[config.mk]
export PLATFORM = sky130hd
export DESIGN_NAME = sap_cpu_top
export DESIGN_NICKNAME = d
export VERILOG_FILES = /design/src/hw/cpu_pkg.sv /design/src/hw/program_counter.sv /design/src/hw/control_block.sv /design/src/hw/alu.sv /design/src/hw/cpu_registers.sv /design/src/hw/program_memory.sv /design/src/hw/sap_cpu_top.sv
export SDC_FILE = /design/constraint.sdc
export NUM_CORES = 1
export LEC_CHECK = 0
export BUFFER_PORTS_ARGS = -buffer_cell sky130_fd_sc_hd__buf_2
export CORE_ASPECT_RATIO = 1.25
export CORE_MARGIN = 2
export CORE_UTILIZATION = 40
export CTS_CLUSTER_SIZE = 10
export DETAILED_ROUTE_END_ITERATION = 7
export HOLD_SLACK_MARGIN = 0.1
export PLACE_DENSITY = 0.64
export SYNTH_ARGS = -nofsm -noshare
export SYNTH_HDL_FRONTEND = slang
export SYNTH_SLANG_ARGS = --single-unit
[constraint.sdc]
create_clock -name clk -period 3.68 [get_ports clk]
set_input_delay 0.552 -clock clk [delete_from_list [all_inputs] [get_ports clk]]
set_output_delay 0.552 -clock clk [all_outputs]
set_load 0.01 [all_outputs]
[src/hw/cpu_pkg.sv]
// Shared widths, vector types, opcodes, control-word bit indices, idle word, sequencer states
`default_nettype none

package cpu_pkg;

    localparam int DATA_W = 8;  // Bus and register width
    localparam int ADDR_W = 4;  // 16-byte address space
    localparam int OP_W   = 4;  // Upper instruction nibble
    localparam int CW_W   = 15; // Control word width

    typedef logic [DATA_W-1:0] data_t;
    typedef logic [ADDR_W-1:0] addr_t;
    typedef logic [OP_W-1:0]   opcode_t;
    typedef logic [CW_W-1:0]   control_word_t;

    // Instruction set, anything else runs as a NOP
    localparam opcode_t OP_LDA = 4'd0;
    localparam opcode_t OP_ADD = 4'd1;
    localparam opcode_t OP_SUB = 4'd2;
    localparam opcode_t OP_JMP = 4'd3;
    localparam opcode_t OP_JC  = 4'd4;
    localparam opcode_t OP_JZ  = 4'd5;
    localparam opcode_t OP_OUT = 4'd14;
    localparam opcode_t OP_HLT = 4'd15;

    // Control word bit positions, MSB first
    localparam int CB_CP   = 14; // PC count
    localparam int CB_EP   = 13; // PC onto bus
    localparam int CB_LP   = 12; // PC load from bus
    localparam int CB_NLMA = 11; // MAR load, active low
    localparam int CB_NLMD = 10; // Memory data latch, active low
    localparam int CB_NCE  = 9;  // RAM onto bus, active low
    localparam int CB_NLR  = 8;  // RAM write, active low
    localparam int CB_NLI  = 7;  // IR load, active low
    localparam int CB_NEI  = 6;  // IR operand onto bus, active low
    localparam int CB_NLA  = 5;  // Accumulator load, active low
    localparam int CB_EA   = 4;  // Accumulator onto bus
    localparam int CB_SUB  = 3;  // ALU subtract select
    localparam int CB_EU   = 2;  // ALU onto bus
    localparam int CB_NLB  = 1;  // B register load, active low
    localparam int CB_NLO  = 0;  // Output register load, active low

    // All active-low strobes high, all active-high strobes low
    localparam control_word_t CW_IDLE = 15'h0FE3;

    // Ring counter steps plus a parking state for HLT
    typedef enum logic [2:0] {T1, T2, T3, T4, T5, T6, HALTED} ring_state_t;

endpackage

`default_nettype wire

[src/hw/program_counter.sv]
// 4-bit program counter with count, bus load and bus-enable pass-through
`timescale 1ns/1ps
`default_nettype none

module program_counter (
    input  logic            clk,
    input  logic            reset,
    input  logic            run,          // Low holds the counter at zero
    input  logic            cp,           // Count up
    input  logic            ep,           // Drive bus
    input  logic            lp,           // Load from bus
    input  cpu_pkg::data_t  bus_in,
    output cpu_pkg::addr_t  count,
    output logic            count_enable
);
    import cpu_pkg::*;

    // Load wins over count, a jump never coincides with Cp anyway
    always_ff @(posedge clk) begin
        if (reset || !run) begin
            count <= '0;                          // Restart from address 0
        end else if (lp) begin
            count <= bus_in[ADDR_W-1:0];          // Jump target from IR operand
        end else if (cp) begin
            count <= count + addr_t'(1);          // Wraps at 15
        end
    end

    // Top level muxes the bus with this
    assign count_enable = ep;

endmodule

`default_nettype wire

[src/hw/control_block.sv]
// Six-step ring sequencer, opcode and flag decode into the control word, halt state
`timescale 1ns/1ps
`default_nettype none

module control_block (
    input  logic                   clk,
    input  logic                   reset,
    input  logic                   run,
    input  cpu_pkg::opcode_t       opcode,
    input  logic                   carry_flag,
    input  logic                   zero_flag,
    output cpu_pkg::control_word_t control_word,
    output logic                   halted
);
    import cpu_pkg::*;

    ring_state_t   state;
    ring_state_t   next_state;
    logic          run_q;      // Run seen on the previous edge
    logic          active;     // Sequencer allowed to issue strobes
    logic          is_arith;
    control_word_t cw;

    assign is_arith = (opcode == OP_ADD) || (opcode == OP_SUB);

    // First cycle after run rises stays idle, also idle right after reset
    assign active = run && run_q;

    always_comb begin
        case (state)
            T1:      next_state = T2;
            T2:      next_state = T3;
            T3:      next_state = T4;
            T4:      next_state = (opcode == OP_HLT) ? HALTED : T5;
            T5:      next_state = T6;
            T6:      next_state = T1;
            HALTED:  next_state = HALTED;   // Left only by reset or load mode
            default: next_state = T1;
        endcase
    end

    always_ff @(posedge clk) begin
        if (reset) begin
            state <= T1;
            run_q <= 1'b0;
        end else begin
            run_q <= run;
            if (!run) begin
                state <= T1;                // Load mode parks at fetch
            end else if (run_q) begin
                state <= next_state;
            end
        end
    end

    // Word decode, starts from idle and flips only the strobes needed
    always_comb begin
        cw = CW_IDLE;
        if (active) begin
            case (state)
                T1: begin
                    cw[CB_EP]   = 1'b1;     // PC onto bus
                    cw[CB_NLMA] = 1'b0;     // MAR takes it
                end
                T2: begin
                    cw[CB_CP] = 1'b1;       // Advance PC
                end
                T3: begin
                    cw[CB_NCE] = 1'b0;      // Instruction byte onto bus
                    cw[CB_NLI] = 1'b0;      // IR takes it
                end
                T4: begin
                    if (opcode == OP_LDA || is_arith) begin
                        cw[CB_NEI]  = 1'b0; // Operand address to MAR
                        cw[CB_NLMA] = 1'b0;
                    end else if (opcode == OP_OUT) begin
                        cw[CB_EA]  = 1'b1;
                        cw[CB_NLO] = 1'b0;
                    end else if (opcode == OP_JMP) begin
                        cw[CB_NEI] = 1'b0;
                        cw[CB_LP]  = 1'b1;
                    end else if (opcode == OP_JC) begin
                        cw[CB_NEI] = 1'b0;
                        cw[CB_LP]  = carry_flag;    // Taken only on carry
                    end else if (opcode == OP_JZ) begin
                        cw[CB_NEI] = 1'b0;
                        cw[CB_LP]  = zero_flag;     // Taken only on zero
                    end
                end
                T5: begin
                    if (opcode == OP_LDA) begin
                        cw[CB_NCE] = 1'b0;
                        cw[CB_NLA] = 1'b0;  // Memory straight into A
                    end else if (is_arith) begin
                        cw[CB_NCE] = 1'b0;
                        cw[CB_NLB] = 1'b0;  // Operand into B
                    end
                end
                T6: begin
                    if (is_arith) begin
                        cw[CB_EU]  = 1'b1;  // ALU result onto bus, flags latch
                        cw[CB_NLA] = 1'b0;
                        cw[CB_SUB] = (opcode == OP_SUB);
                    end
                end
                default: cw = CW_IDLE;      // Halted
            endcase
        end
    end

    assign control_word = cw;
    assign halted       = (state == HALTED);

endmodule

`default_nettype wire

[src/hw/alu.sv]
// 8-bit add/subtract unit with latched carry and zero flags
`timescale 1ns/1ps
`default_nettype none

module alu (
    input  logic           clk,
    input  logic           reset,
    input  cpu_pkg::data_t reg_a,
    input  cpu_pkg::data_t reg_b,
    input  logic           sub,        // 1 selects a - b
    input  logic           eu,         // Result on bus, flags latch
    output cpu_pkg::data_t result,
    output logic           carry_flag,
    output logic           zero_flag
);
    import cpu_pkg::*;

    logic [DATA_W:0] sum;       // Extra bit is carry out
    data_t           operand_b;

    // Two's complement subtract, invert here and add one below
    assign operand_b = sub ? ~reg_b : reg_b;

    // Carry set on SUB means no borrow
    assign sum    = {1'b0, reg_a} + {1'b0, operand_b} + {{DATA_W{1'b0}}, sub};
    assign result = sum[DATA_W-1:0];

    always_ff @(posedge clk) begin
        if (reset) begin
            carry_flag <= 1'b0;
            zero_flag  <= 1'b0;
        end else if (eu) begin
            carry_flag <= sum[DATA_W];
            zero_flag  <= (sum[DATA_W-1:0] == '0);
        end
    end

endmodule

`default_nettype wire

[src/hw/cpu_registers.sv]
// Accumulator, B register, instruction register and output register loaded from the bus
`timescale 1ns/1ps
`default_nettype none

module cpu_registers (
    input  logic             clk,
    input  logic             reset,
    input  cpu_pkg::data_t   bus,
    input  logic             n_load_a,   // Active low strobes
    input  logic             n_load_b,
    input  logic             n_load_i,
    input  logic             n_load_o,
    output cpu_pkg::data_t   reg_a,
    output cpu_pkg::data_t   reg_b,
    output cpu_pkg::data_t   out_value,
    output cpu_pkg::opcode_t opcode,
    output cpu_pkg::addr_t   operand
);
    import cpu_pkg::*;

    data_t acc_q;
    data_t b_q;
    data_t ir_q;
    data_t out_q;

    // Accumulator
    always_ff @(posedge clk) begin
        if (reset) begin
            acc_q <= '0;
        end else if (!n_load_a) begin
            acc_q <= bus;           // LDA or ALU write-back
        end
    end

    // B register, second ALU operand
    always_ff @(posedge clk) begin
        if (reset) begin
            b_q <= '0;
        end else if (!n_load_b) begin
            b_q <= bus;
        end
    end

    // Instruction register
    always_ff @(posedge clk) begin
        if (reset) begin
            ir_q <= '0;
        end else if (!n_load_i) begin
            ir_q <= bus;            // Fetched in T3
        end
    end

    // Output register, holds its value until the next OUT
    always_ff @(posedge clk) begin
        if (reset) begin
            out_q <= '0;
        end else if (!n_load_o) begin
            out_q <= bus;
        end
    end

    assign reg_a     = acc_q;
    assign reg_b     = b_q;
    assign out_value = out_q;

    // Upper nibble decodes, lower nibble is the address field
    assign opcode  = ir_q[DATA_W-1:ADDR_W];
    assign operand = ir_q[ADDR_W-1:0];

endmodule

`default_nettype wire

[src/hw/program_memory.sv]
// Memory address register and 16x8 RAM with load-mode write port and combinational read
`timescale 1ns/1ps
`default_nettype none

module program_memory (
    input  logic           clk,
    input  logic           reset,
    input  cpu_pkg::data_t bus,
    input  logic           n_load_addr,  // MAR strobe, active low
    input  logic           prog_write,   // Load-mode write enable
    input  cpu_pkg::addr_t prog_addr,
    input  cpu_pkg::data_t prog_data,
    output cpu_pkg::data_t read_data
);
    import cpu_pkg::*;

    localparam int DEPTH = 1 << ADDR_W;  // 16 bytes shared by program and data

    addr_t mar;
    data_t mem [DEPTH];

    // MAR takes the low bus nibble from PC or IR operand
    always_ff @(posedge clk) begin
        if (reset) begin
            mar <= '0;
        end else if (!n_load_addr) begin
            mar <= bus[ADDR_W-1:0];
        end
    end

    // Load-mode write port
    always_ff @(posedge clk) begin
        if (prog_write) begin
            mem[prog_addr] <= prog_data;
        end
    end

    // Read valid in the cycle after MAR loads
    assign read_data = mem[mar];

endmodule

`default_nettype wire

[src/hw/sap_cpu_top.sv]
// CPU top level with bus multiplexer, pin mapping and all block instances
`timescale 1ns/1ps
`default_nettype none

module sap_cpu_top (
    input  logic           clk,
    input  logic           reset,
    input  logic           ena,       // Always high when powered, not used
    input  cpu_pkg::data_t ui_in,     // Load-mode write data
    input  cpu_pkg::data_t uio_in,    // Run, write strobe, write address
    output cpu_pkg::data_t uo_out,
    output cpu_pkg::data_t uio_out,
    output cpu_pkg::data_t uio_oe
);
    import cpu_pkg::*;

    data_t         bus;
    control_word_t control_word;
    logic          run;
    logic          prog_write;
    logic          halted;
    addr_t         pc_count;
    logic          pc_bus_en;
    opcode_t       opcode;
    addr_t         operand;
    data_t         reg_a;
    data_t         reg_b;
    data_t         alu_result;
    data_t         ram_data;
    data_t         out_value;
    logic          carry_flag;
    logic          zero_flag;

    assign run        = uio_in[7];
    assign prog_write = uio_in[4] && !run;   // Writes only in load mode

    program_counter pc_i (
        .clk          (clk),
        .reset        (reset),
        .run          (run),
        .cp           (control_word[CB_CP]),
        .ep           (control_word[CB_EP]),
        .lp           (control_word[CB_LP]),
        .bus_in       (bus),
        .count        (pc_count),
        .count_enable (pc_bus_en)
    );

    control_block control_i (
        .clk          (clk),
        .reset        (reset),
        .run          (run),
        .opcode       (opcode),
        .carry_flag   (carry_flag),
        .zero_flag    (zero_flag),
        .control_word (control_word),
        .halted       (halted)
    );

    alu alu_i (
        .clk        (clk),
        .reset      (reset),
        .reg_a      (reg_a),
        .reg_b      (reg_b),
        .sub        (control_word[CB_SUB]),
        .eu         (control_word[CB_EU]),
        .result     (alu_result),
        .carry_flag (carry_flag),
        .zero_flag  (zero_flag)
    );

    cpu_registers regs_i (
        .clk       (clk),
        .reset     (reset),
        .bus       (bus),
        .n_load_a  (control_word[CB_NLA]),
        .n_load_b  (control_word[CB_NLB]),
        .n_load_i  (control_word[CB_NLI]),
        .n_load_o  (control_word[CB_NLO]),
        .reg_a     (reg_a),
        .reg_b     (reg_b),
        .out_value (out_value),
        .opcode    (opcode),
        .operand   (operand)
    );

    program_memory mem_i (
        .clk         (clk),
        .reset       (reset),
        .bus         (bus),
        .n_load_addr (control_word[CB_NLMA]),
        .prog_write  (prog_write),
        .prog_addr   (uio_in[3:0]),
        .prog_data   (ui_in),
        .read_data   (ram_data)
    );

    // AND-OR bus mux, stands in for the tri-state drivers; zero when nobody drives
    assign bus = ({DATA_W{pc_bus_en}}              & {4'b0, pc_count})
               | ({DATA_W{!control_word[CB_NEI]}}  & {4'b0, operand})
               | ({DATA_W{control_word[CB_EA]}}    & reg_a)
               | ({DATA_W{control_word[CB_EU]}}    & alu_result)
               | ({DATA_W{!control_word[CB_NCE]}}  & ram_data);

    assign uo_out = out_value;
    assign uio_out = {halted, control_word[CB_CP], control_word[CB_EP], control_word[CB_LP],
                      2'b00, carry_flag, zero_flag};
    assign uio_oe = 8'hFF;                   // All bidirectional pins driven out

endmodule

`default_nettype wire

==> results by group <==
Worst setup path
  – Worst EP arrival: 3520 ps
  – Crit path launch type: flip-flop
  – CP Class: reg2reg
  – R2R Path End: mem_i.mar[3]
  – Worst reg2reg path depth: 10
  – Origin of the critical flop-to-flop path: control_i.state[0]
  – Crit path max fanout: 8
  – Reg-to-reg slack, setup: 420 ps
  – CP Capture Point: mem_i.mar[3]
  – CP Launch Point: control_i.state[0]
  – CP endpoint kind: flip-flop
  – Required time worst endpoint: 3940 ps

Layout
  – Multi-input logic area: 2631 µm²
  – Antenna cell count: 0
  – Register area: 4846 µm²
  – Fillers: 1651
  – Layout net count: 585
  – Final core utilization: 45.90%
  – Fraction of layout cells with a size suffix above 1: 22.67%
  – Area Growth Syn to Fin: 12.24%

Detailed routing
  – Router iterations before antenna repair: 5
  – Vias per inst: 5.568
  – Avg WL per Cell: 19.46 µm
  – Routed WL: 15590 µm
  – Routed via count: 4460
  – Final ANT Viol Nets: 0
  – DRT iter0 DRCs: 304
  – Drt drc: 0

Floorplan
  – Core area: 18850 µm²
  – Die Area: 20410 µm²
  – I/O Pins: 43
  – Initial Utilization: 40.90%
  – Die width: 128.2 µm
  – Die Height: 159.2 µm
  – FP Rows: 56

STA
  – Final period util: 88.53%
  – RSZ-0062 raised after global routing: no
  – Clk_skew: 11.31 ps
  – Max-slew violations: 0
  – Slew HR: 37.38%
  – Worst-Margin Slew: 935.8 ps
  – Fmax: 306.9 MHz
  – Min Clock Period, post-route: 3258 ps
  – Final Hold Viols: 0
  – Total Neg Setup Slack: 0 ps
  – # setup viols final: 0

Power and ir drop
  – Peak VDD IR: 0.0004352 V
  – PD cells: 474.0 nW/µm²
  – Static Leakage: 2.848 nW

Placement
  – RD Place Congestion: 0.8715
  – Final HPWL DP: 10800 µm
  – Port-buffer cells: 29

Synthesis
  – Syn avg cell area: 14.71 µm²
  – Cell taking the most area after synthesis: edfxtp_1
  – Synth area leaders: edfxtp_1, dfxtp_1, mux4_2, nor2_1, a211oi_1
  – Main synth FF type: edfxtp_1
  – Area of the mapped netlist: 7709 µm²
  – EDFF count, synth: 128
  – Top cell type's share of synthesized area: 49.86%
  – Ys async rst share: 0%
  – Synth Instances: 524
  – Register area share after synthesis: 62.85%
  – Number of synthesized register bits: 178
  – Synth unique cells: 64
  – Syn. warnings: 0

Global route
  – Antenna violations before repair: 0
  – Global-route wire length before repair: 24470 µm
  – Remaining global-route overflow: 0
  – Vias in the first global route: 4427
  – GRT Total Usage: 15.89%
  – Pin count of the biggest net entering global routing: 41

Clocking
  – Clk buf depth: 2
  – TritonCTS clock tree: yes
  – Clock Latency Late Sink: 420 ps
  – Clk root buf: clkbuf_16
  – CTS Buf Count: 17
  – Clock-pin slew on the worst setup and hold paths: 70 ps
  – Post-CTS Setup Inserts: 0
  – Post_cts resized: 0
  – Cts hold-fix bufs: 0
  – CTS H-Tree Depth: 4
  – Clk sinks: 178

Run
  – Max_cap viols: 0

Run status
  – Status: finished, final reports clean

Min path
  – HP Class: reg2reg
==> report_power, final <==
part | internal (W) | leakage, nW | switching [W]
logic | 0.0000548 | 1.01 | 0.0000794
clock network | 0.00101 | 0.278 | 0.000778
registers | 0.00217 | 1.56 | 0.0000125
==> synthesized netlist by cell type (all sizes together) (8+ instances only) <==
library cell	instances
edfxtp	128
a211oi	28
mux2i	12
a21oi	16
clkbuf	15
nor3	12
xor2	9
o21ai	9
buf	26
nor2	62
nand2	26
dfxtp	50
mux4	39
ha	8
nor2b	9
==> critical path, cell delays in order (launching register included) <==
cell and delay (ps):
dfxtp_1 500, nand3b_1 280, nor3_2 310, xor2_1 230, ha_1 280, a311oi_1 290, nor2_1 90, or2_2 340
xor2_1 190, a211oi_4 430, a211oi_1 160
==> per-layer routing <==
metal,global-route usage (%),vias up,part of all wire [%]
li1,-,2069,-
met1,19.97,2282,43
met2,27.20,94,52
met3,3.427,15,3.4
met4,5.345,0,1.3
met5,0,-,0
==> kinds of logic (layout without fill, tap and decap cells) <==
logic type	count (synthesis)	in the layout	synth area share, %
flops	178	178	62.85
simple gates	144	144	9.447
compound gates	77	77	7.467
mux	52	52	13.39
buf+inv	47	84	3.490
xor+xnor	15	15	1.704
fa+ha+maj	9	9	1.558
other cells	2	10	0.09742
==> layout by cell type, fill, tap and decap left out, types with 5 or more instances in the layout <==
cell / count
nand2b_1: 6
mux2i_1: 12
dfxtp_1: 49
ha_1: 8
inv_6: 5
nand3b_1: 5
mux4_2: 33
inv_1: 6
o21ai_0: 7
nor2b_1: 9
a211oi_1: 26
a21oi_1: 16
nand2_1: 26
nor3_1: 8
clkbuf_16: 17
xor2_1: 9
mux4_1: 6
buf_4: 18
conb_1: 10
buf_2: 29
nor2_1: 62
edfxtp_1: 128
xnor2_1: 6
==> metrics by stage <==
step	hold slack, ps	setup slack [ps]	power (W)	area [µm²]	cells
after detailed placement	443.5	446.7	0.002357	8070	770
final	451.0	422.1	0.004101	8652	801
after global placement	442.2	489.2	0.002351	8070	770
after floorplan	453.4	547.7	0.002313	7739	532
after CTS	452.9	430.1	0.004125	8652	801
after global routing	471.5	200.4	0.004213	8652	801
==> area by class of cell <==
| type | instances | area share [%] |
|---|---|---|
| repair buffers | 47 | 3.239 |
| well taps | 232 | 3.355 |
| inverters | 6 | 0.2603 |
| clock buffers | 18 | 4.960 |
| clock inverters | 13 | 1.764 |
| flip-flops and latches | 178 | 56.01 |
| multi-input cells | 307 | 30.41 |
==> how the worst min path moves through the flow <==
stage	start	to	cells past startpoint
finish	regs_i.out_value[3]	regs_i.out_value[3]	2
global route	regs_i.out_value[3]	regs_i.out_value[3]	2
floorplan	regs_i.reg_a[7]	regs_i.out_value[7]	2
global placement	regs_i.out_value[3]	regs_i.out_value[3]	2
CTS	regs_i.out_value[1]	regs_i.out_value[1]	2
detailed placement	regs_i.out_value[1]	regs_i.out_value[1]	2
==> sequential cells by signal, indices dropped and copies added, names as in the netlist, named ones only <==
name	count
mem_i.mem	128
mem_i.mar	4
regs_i.out_value	8
control_i.run_q	1
regs_i.ir_q	8
pc_i.count	4
regs_i.reg_b	8
alu_i.zero_flag	1
regs_i.reg_a	8
control_i.state	3
alu_i.carry_flag	1
(Power assumes the default switching activity.)
